`config.mk`:
```
export PLATFORM = sky130hd
export DESIGN_NAME = mem_stage
export DESIGN_NICKNAME = d
export VERILOG_FILES = /design/src/lc3b_isa_pkg.sv /design/src/lc3b_pipe_pkg.sv /design/src/mem_stage.sv /design/src/mem_stall_logic.sv /design/src/branch_resolve.sv /design/src/byte_lane_logic.sv
export VERILOG_INCLUDE_DIRS = /design/src
export SDC_FILE = /design/constraint.sdc
export NUM_CORES = 1
export LEC_CHECK = 0
export BUFFER_PORTS_ARGS = -buffer_cell sky130_fd_sc_hd__buf_2
export CORE_AREA = 2 2 87 89
export CTS_BUF_LIST = sky130_fd_sc_hd__clkbuf_4
export DETAILED_ROUTE_END_ITERATION = 7
export DIE_AREA = 0 0 89 91
export GPL_TIMING_DRIVEN = 0
export PLACE_DENSITY = 0.78
export SETUP_SLACK_MARGIN = 0.15
export SYNTH_ARGS = -nofsm -noshare
export SYNTH_HDL_FRONTEND = slang
export SYNTH_SLANG_ARGS = --single-unit
```
`constraint.sdc`:
```
create_clock -name clk -period 2.37 [get_ports clk]
set_clock_uncertainty 0.1 [all_clocks]
set_input_delay 0.237 -clock clk [delete_from_list [all_inputs] [get_ports clk]]
set_output_delay 0.237 -clock clk [all_outputs]
set_load 0.02 [all_outputs]
```
`src/lc3b_params.svh`:
```
`ifndef LC3B_PARAMS_SVH
`define LC3B_PARAMS_SVH

// --------------------------------------------------
// Data path
// --------------------------------------------------
`define LC3B_WORD_W 16
`define LC3B_REG_W 3

// --------------------------------------------------
// Data memory
// --------------------------------------------------
// Depth in words. The byte address is twice as wide in range.
`define LC3B_DMEM_WORDS 1024
`define LC3B_DCACHE_LAT 2    // Cycles from request to response.

`endif
```
`src/lc3b_isa_pkg.sv`:
```
`default_nettype none

`include "lc3b_params.svh"

package lc3b_isa_pkg;

	typedef logic [`LC3B_WORD_W-1:0] lc3b_word;
	typedef logic [7:0] lc3b_byte;
	typedef logic [`LC3B_REG_W-1:0] lc3b_reg;
	typedef logic [2:0] lc3b_nzp;    // Negative, zero and positive flags.

	// Encodings follow bits 15 to 12 of the instruction.
	typedef enum logic [3:0] {
		op_br   = 4'b0000,
		op_add  = 4'b0001,
		op_ldb  = 4'b0010,
		op_stb  = 4'b0011,
		op_jsr  = 4'b0100,
		op_and  = 4'b0101,
		op_ldr  = 4'b0110,
		op_str  = 4'b0111,
		op_rti  = 4'b1000,
		op_not  = 4'b1001,
		op_ldi  = 4'b1010,
		op_sti  = 4'b1011,
		op_jmp  = 4'b1100,
		op_shf  = 4'b1101,
		op_lea  = 4'b1110,
		op_trap = 4'b1111
	} lc3b_opcode;

endpackage : lc3b_isa_pkg

`default_nettype wire

```
`src/lc3b_pipe_pkg.sv`:
```
`default_nettype none

package lc3b_pipe_pkg;

	typedef struct packed {
		lc3b_isa_pkg::lc3b_opcode opcode;
		logic mem_read;
		logic mem_write;
		logic byte_op;         // Set for LDB and STB.
		logic load_cc;
		logic load_regfile;
		logic branch_stall;
	} lc3b_control_word;

	// Execute to memory latch.
	typedef struct packed {
		logic valid;
		lc3b_control_word cw;
		lc3b_isa_pkg::lc3b_word address;
		lc3b_isa_pkg::lc3b_word new_pc;
		lc3b_isa_pkg::lc3b_word result;
		lc3b_isa_pkg::lc3b_word ir;
		lc3b_isa_pkg::lc3b_reg dr;
		lc3b_isa_pkg::lc3b_nzp cc;
	} ex_mem_latch_t;

	// Memory to writeback latch.
	typedef struct packed {
		logic valid;
		lc3b_control_word cw;
		lc3b_isa_pkg::lc3b_word data;
		lc3b_isa_pkg::lc3b_word new_pc;
		lc3b_isa_pkg::lc3b_word result;
		lc3b_isa_pkg::lc3b_word ir;
		lc3b_isa_pkg::lc3b_reg dr;
	} mem_wb_latch_t;

	typedef struct packed {
		logic read;
		logic write;
		lc3b_isa_pkg::lc3b_word address;
		lc3b_isa_pkg::lc3b_word wdata;
		logic [1:0] byte_enable;    // Bit 0 is the low byte.
	} dcache_req_t;

	typedef enum logic [1:0] {
		pc_seq      = 2'b00,
		pc_target   = 2'b01,
		pc_mem_data = 2'b10
	} pc_src_t;

endpackage : lc3b_pipe_pkg

`default_nettype wire

```
`src/mem_stage.sv`:
```
`timescale 1ns/1ps
`default_nettype none

module mem_stage (
	input  wire logic clk,
	input  wire logic rst_n,
	input  wire lc3b_pipe_pkg::ex_mem_latch_t ex_mem,
	input  wire logic icache_stall,
	input  wire lc3b_isa_pkg::lc3b_word rdata,
	input  wire logic resp,
	output lc3b_pipe_pkg::dcache_req_t dcache_req,
	output lc3b_pipe_pkg::mem_wb_latch_t mem_wb,
	output lc3b_pipe_pkg::pc_src_t pc_src,
	output logic mem_stall,
	output logic mem_br_stall,
	output logic load_wb,
	output logic mem_load_cc,
	output logic mem_load_regfile
);

	logic indirect;
	logic access;
	logic req_on;
	logic ptr_phase;
	logic second_phase;
	logic ptr_load;
	logic fsm_load_wb;
	logic [1:0] byte_enable;
	lc3b_isa_pkg::lc3b_word ptr_q;
	lc3b_isa_pkg::lc3b_word mem_addr;
	lc3b_isa_pkg::lc3b_word word_in;
	lc3b_isa_pkg::lc3b_word load_data;

	// --------------------------------------------------
	// Access decode
	// --------------------------------------------------
	assign indirect = (ex_mem.cw.opcode == lc3b_isa_pkg::op_ldi) ||
		(ex_mem.cw.opcode == lc3b_isa_pkg::op_sti);
	assign access = ex_mem.valid && (ex_mem.cw.mem_read || ex_mem.cw.mem_write);

	// The request is held from the first stalled cycle through the last response.
	assign req_on = access && (mem_stall || second_phase);
	assign ptr_phase = indirect && !second_phase;    // Pointer read of LDI or STI.

	// Holds the pointer after the first response and the loaded word after the last.
	always_ff @(posedge clk) begin
		if (ptr_load)
			ptr_q <= rdata;
	end

	assign mem_addr = (indirect && second_phase) ? ptr_q : ex_mem.address;

	always_comb begin
		dcache_req.read = req_on && (ptr_phase || ex_mem.cw.mem_read);
		dcache_req.write = req_on && !ptr_phase && ex_mem.cw.mem_write;
		dcache_req.address = mem_addr;
		dcache_req.byte_enable = byte_enable;
		if (ex_mem.cw.opcode == lc3b_isa_pkg::op_stb)
			dcache_req.wdata = {ex_mem.result[7:0], ex_mem.result[7:0]};
		else
			dcache_req.wdata = ex_mem.result;
	end

	assign word_in = resp ? rdata : ptr_q;

	byte_lane_logic i_byte_lane_logic (
		.addr_lsb(mem_addr[0]),
		.byte_op(ex_mem.cw.byte_op && !indirect),
		.access(req_on),
		.rdata(word_in),
		.byte_enable(byte_enable),
		.load_data(load_data)
	);

	mem_stall_logic i_mem_stall_logic (
		.clk(clk),
		.rst_n(rst_n),
		.access(access),
		.indirect(indirect),
		.resp(resp),
		.icache_stall(icache_stall),
		.second_phase(second_phase),
		.ptr_load(ptr_load),
		.mem_stall(mem_stall),
		.load_wb(fsm_load_wb)
	);

	branch_resolve i_branch_resolve (
		.valid(ex_mem.valid),
		.opcode(ex_mem.cw.opcode),
		.ir_nzp(ex_mem.ir[11:9]),
		.cc(ex_mem.cc),
		.pc_src(pc_src)
	);

	// --------------------------------------------------
	// Outputs toward writeback and the pipeline
	// --------------------------------------------------
	assign load_wb = fsm_load_wb && ex_mem.valid;
	assign mem_load_cc = ex_mem.valid && ex_mem.cw.load_cc;
	assign mem_load_regfile = ex_mem.valid && ex_mem.cw.load_regfile;
	assign mem_br_stall = ex_mem.valid && ex_mem.cw.branch_stall;

	always_comb begin
		mem_wb.valid = ex_mem.valid && !mem_stall;
		mem_wb.cw = ex_mem.cw;
		mem_wb.data = load_data;
		mem_wb.new_pc = ex_mem.new_pc;
		mem_wb.result = ex_mem.result;
		mem_wb.ir = ex_mem.ir;
		mem_wb.dr = ex_mem.dr;
	end

	// A bad control word or a phase error would drive both levels toward the cache.
	assert property (@(posedge clk) disable iff (!rst_n)
		!(dcache_req.read && dcache_req.write))
		else $error("mem_stage: read and write requested together");

endmodule : mem_stage

`default_nettype wire

```
`src/mem_stall_logic.sv`:
```
`timescale 1ns/1ps
`default_nettype none

module mem_stall_logic (
	input  wire logic clk,
	input  wire logic rst_n,
	input  wire logic access,
	input  wire logic indirect,
	input  wire logic resp,
	input  wire logic icache_stall,
	output logic second_phase,
	output logic ptr_load,
	output logic mem_stall,
	output logic load_wb
);

	typedef enum logic [1:0] {
		st_idle,
		st_first,     // Pointer read of an indirect op.
		st_second,    // Final access.
		st_done       // Waiting for the instruction cache.
	} state_t;

	state_t state;
	state_t state_next;

	always_ff @(posedge clk or negedge rst_n) begin
		if (!rst_n)
			state <= st_idle;
		else
			state <= state_next;
	end

	always_comb begin
		state_next = state;
		case (state)
			st_idle: begin
				if (access)
					state_next = indirect ? st_first : st_second;
			end
			st_first: begin
				if (resp)
					state_next = st_second;
			end
			st_second: begin
				if (resp)
					state_next = icache_stall ? st_done : st_idle;
			end
			st_done: begin
				if (!icache_stall)
					state_next = st_idle;
			end
			default: state_next = st_idle;
		endcase
	end

	// --------------------------------------------------
	// Outputs
	// --------------------------------------------------
	assign second_phase = (state == st_second);
	assign ptr_load = resp && ((state == st_first) || (state == st_second));

	// Stall drops in the cycle of the last response.
	assign mem_stall = ((state == st_idle) && access) || (state == st_first) ||
		((state == st_second) && !resp);

	assign load_wb = !icache_stall && (((state == st_idle) && !access) ||
		((state == st_second) && resp) || (state == st_done));

	// The cache only answers a request that this machine has started.
	assert property (@(posedge clk) disable iff (!rst_n) resp |-> (state != st_idle))
		else $error("mem_stall_logic: response while idle");

endmodule : mem_stall_logic

`default_nettype wire

```
`src/branch_resolve.sv`:
```
`timescale 1ns/1ps
`default_nettype none

module branch_resolve (
	input  wire logic valid,
	input  wire lc3b_isa_pkg::lc3b_opcode opcode,
	input  wire lc3b_isa_pkg::lc3b_nzp ir_nzp,
	input  wire lc3b_isa_pkg::lc3b_nzp cc,
	output lc3b_pipe_pkg::pc_src_t pc_src
);

	always_comb begin
		pc_src = lc3b_pipe_pkg::pc_seq;
		if (valid) begin
			case (opcode)
				lc3b_isa_pkg::op_jmp,
				lc3b_isa_pkg::op_jsr:  pc_src = lc3b_pipe_pkg::pc_target;
				lc3b_isa_pkg::op_trap: pc_src = lc3b_pipe_pkg::pc_mem_data;    // Vector from memory.
				lc3b_isa_pkg::op_br: begin
					if ((cc & ir_nzp) != 3'b000)
						pc_src = lc3b_pipe_pkg::pc_target;
				end
				default: pc_src = lc3b_pipe_pkg::pc_seq;
			endcase
		end
	end

endmodule : branch_resolve

`default_nettype wire

```
`src/byte_lane_logic.sv`:
```
`timescale 1ns/1ps
`default_nettype none

`include "lc3b_params.svh"

module byte_lane_logic (
	input  wire logic addr_lsb,
	input  wire logic byte_op,
	input  wire logic access,
	input  wire lc3b_isa_pkg::lc3b_word rdata,
	output logic [1:0] byte_enable,
	output lc3b_isa_pkg::lc3b_word load_data
);

	lc3b_isa_pkg::lc3b_byte sel_byte;

	always_comb begin
		if (!access)
			byte_enable = 2'b00;
		else if (byte_op)
			byte_enable = addr_lsb ? 2'b10 : 2'b01;    // Odd address is the high lane.
		else
			byte_enable = 2'b11;
	end

	assign sel_byte = addr_lsb ? rdata[15:8] : rdata[7:0];

	// LDB sign extends the selected lane.
	assign load_data = byte_op ? {{(`LC3B_WORD_W-8){sel_byte[7]}}, sel_byte} : rdata;

endmodule : byte_lane_logic

`default_nettype wire

```
==> results.ini <==
[clock_tree]
cts_buffers = 3
h-tree-depth = 1
cts_tree = done
path_clk_slew_ps = 130
clockBufferDepth = 2
root_buffer = clkbuf_4
clock_latency_ps = 300
clock_sinks = 18

[critical_path]
cpMaxStageDelayCell = dfrtp_1
crit_family = buffers and inverters
startpoint_type = register
crit_buf_inv = 5
path_cells = inv_2 -> ha_4 -> buf_6 -> nand2_8 -> buf_12 -> buf_12 -> mux2_4 -> buf_4
crit_required_ps = 2030
cp_max_fo = 5
worstSetupEndpointType = primary output
max_stage_delay_ps = 430
worstPathArrival_ps = 1840
worst_path_most_repeated_cell = buf_12
crit_type = reg2out

[placed_design]
gp_congestion = 0.7587
place_hpwl_um = 5543
numPortBuffers = 189

[sta]
slew_headroom_pct = 46.70
finalHoldViolations = 0
setup_tns_ps = 0
slew_violations = 0
setup_violations = 0
fmax_mhz = 459.2
tightest_slew_ps = 799.5
hold_slack_ps = 13.17
fin_crit_ps = 2178
rsz0062_at_grt = true
min_period_over_period_pct = 91.88

[power_and_ir_drop]
vdd.ir_drop.worst_uv = 424.2
p_sw_share_pct = 43.84
p_clk_share_pct = 8.8
powerDensity_nw_per_um2 = 562.3
p_switching_mw = 0.8506
power_mw = 1.940
p_int_mw = 1.090
seqPwrFrac_pct = 26.7
leakagePower_nw = 1.903
pwr-share-comb_pct = 64.5

[job]
maxCapViolations = 0

[yosys]
synth_top_family_by_area = buffers and inverters
ys.flop_type = edfxtp_1
yosysWarnings = 0
yosys.area.top_type = buf_4
synth_edf_count = 16
syn_inst = 203
synth_cell_types = 35
synthMuxAreaShare_pct = 27.32
synth_top_area_share_pct = 25.46
syn_area_um2 = 2093
synth-seq-cells = 18
syn_avg_cell_area_um2 = 10.31
yosysMostFrequentCell = buf_4
async_reset_ff_share_pct = 11.11
synth_nets = 309
ys_seq_area_share_pct = 25.34
synth_compound_area_share_pct = 7.113
synth_xor_xnor_area_share_pct = 0
synth_common_cells = buf_4, mux2i_1, mux2_2
yosys-top-cells-area = buf_4, edfxtp_1, mux2i_1, mux2_2, mux2_4
synthAdderAreaFrac_pct = 2.989
synth-simple-area-share_pct = 8.249

[drt]
drt_iter0_drc = 54
routed_wl_um = 7000
dr.pass1.iters = 4
drc = 0
viasPerCell = 4.337
ant_nets = 0
vias = 2212
wl_per_cell_um = 13.73

[floorplan]
ios = 222
core-area_um2 = 7137
die-area_um2 = 8099
die_w_um = 89
rows = 31
die_h_um = 91
initial_core_util_pct = 29.33

[global_routing]
grt_overflow_total = 0
antenna_found_initial = 0
grt_pass1_vias = 2114
grt_usage_pct = 15.32
grt_pass1_wl_um = 9825
grt_max_degree = 17

[cells_and_area]
diodes = 0
nets = 518
drive_gt1_share_pct = 76.64
area_growth_pct = 64.85

[hold_path]
min_path_type = in2reg

[run_status]
outcome = finished clean

-- worst paths after layout --
| kind | start | to | slack, ps | cells past startpoint |
|---|---|---|---|---|
| min in group asynchronous | rst_n | i_mem_stall_logic.state[0] | 130 | 2 |
| max in group asynchronous | rst_n | i_mem_stall_logic.state[1] | 1950 | 2 |
| setup reg to reg | i_mem_stall_logic.state[0] | ptr_q[13] | 350 | 4 |
| hold reg to reg | i_mem_stall_logic.state[1] | i_mem_stall_logic.state[1] | 550 | 1 |
| hold / removal | rdata[1] | ptr_q[1] | 10 | 1 |
| setup / recovery | i_mem_stall_logic.state[0] | dcache_req[24] | 190 | 8 |
-- per-layer routing --
layer | routed length (µm) | global-route usage, % | vias to the layer above
met5 | 0 | 0 | -
met1 | 2559 | 16.22 | 1013
li1 | - | - | 1069
met3 | 664 | 3.364 | 10
met4 | 89 | 3.980 | 0
met2 | 3687 | 29.54 | 120
-- sequential cells by signal, summed over array words and instances, names as in the netlist --
signal,count
ptr_q,16
i_mem_stall_logic.state,2
-- placed cells by master, fill, tap and decap left out, types with 2 or more instances in the layout --
master,count
buf_2,179
buf_4,83
mux2i_1,23
mux2_2,17
edfxtp_1,16
buf_6,10
mux2_4,10
inv_1,7
a211oi_1,7
nor2_1,7
dlygate4sd3_1,5
and2_1,4
buf_12,3
nand2_1,3
a21oi_1,3
ha_1,3
clkbuf_4,3
o21ai_0,2
a31oi_1,2
dfrtp_1,2
-- logic make-up (layout without fill, tap and decap cells) --
logic type                 after synthesis  count (layout)
AOI/OAI and AO/OA                       21              21
adders and majority gates                5               5
buffers and inverters                   84             292
DFF                                     18              18
muxes                                   50              50
and+or+nand+nor                         25              25
-- power groups by stage --
stage | sequential (mW) | combinational [mW] | clock (mW)
floorplan | 0.498 | 0.746 | 0
global placement | 0.515 | 1.06 | 0
detailed placement | 0.518 | 1.09 | 0
CTS | 0.513 | 1.19 | 0.178
global route | 0.525 | 1.35 | 0.189
finish | 0.518 | 1.25 | 0.170
-- what timing repair did --
action	in CTS	in global routing
gates resized for setup	9	21
pin swaps	0	3
buffers inserted	9	1
hold buffers	1	4
hold endpoints to repair	2	4
endpoints found under the setup margin	14	22
-- final cells by class --
cell class / instances / area (µm²)
timing repair buffer: 204 / 1150
clock buffer: 3 / 22.52
sequential: 18 / 530.5
fill: 700 / 3686
multi-input combinational: 101 / 998.5
clock inverter: 1 / 3.754
buffer: 76 / 591.8
inverter: 8 / 30.03
tap: 99 / 123.9
-- through the flow --
step	area, µm²	util [%]	setup slack (ps)	instances
after floorplan	2093	-	490.1	203
after global placement	3163	44.32	284.9	491
after detailed placement	3163	44.32	253.5	491
after CTS	3326	46.60	166.9	505
after global routing	3451	48.35	130.5	510
final	3451	48.35	192.3	510
Power figures use the tool's default switching activity.
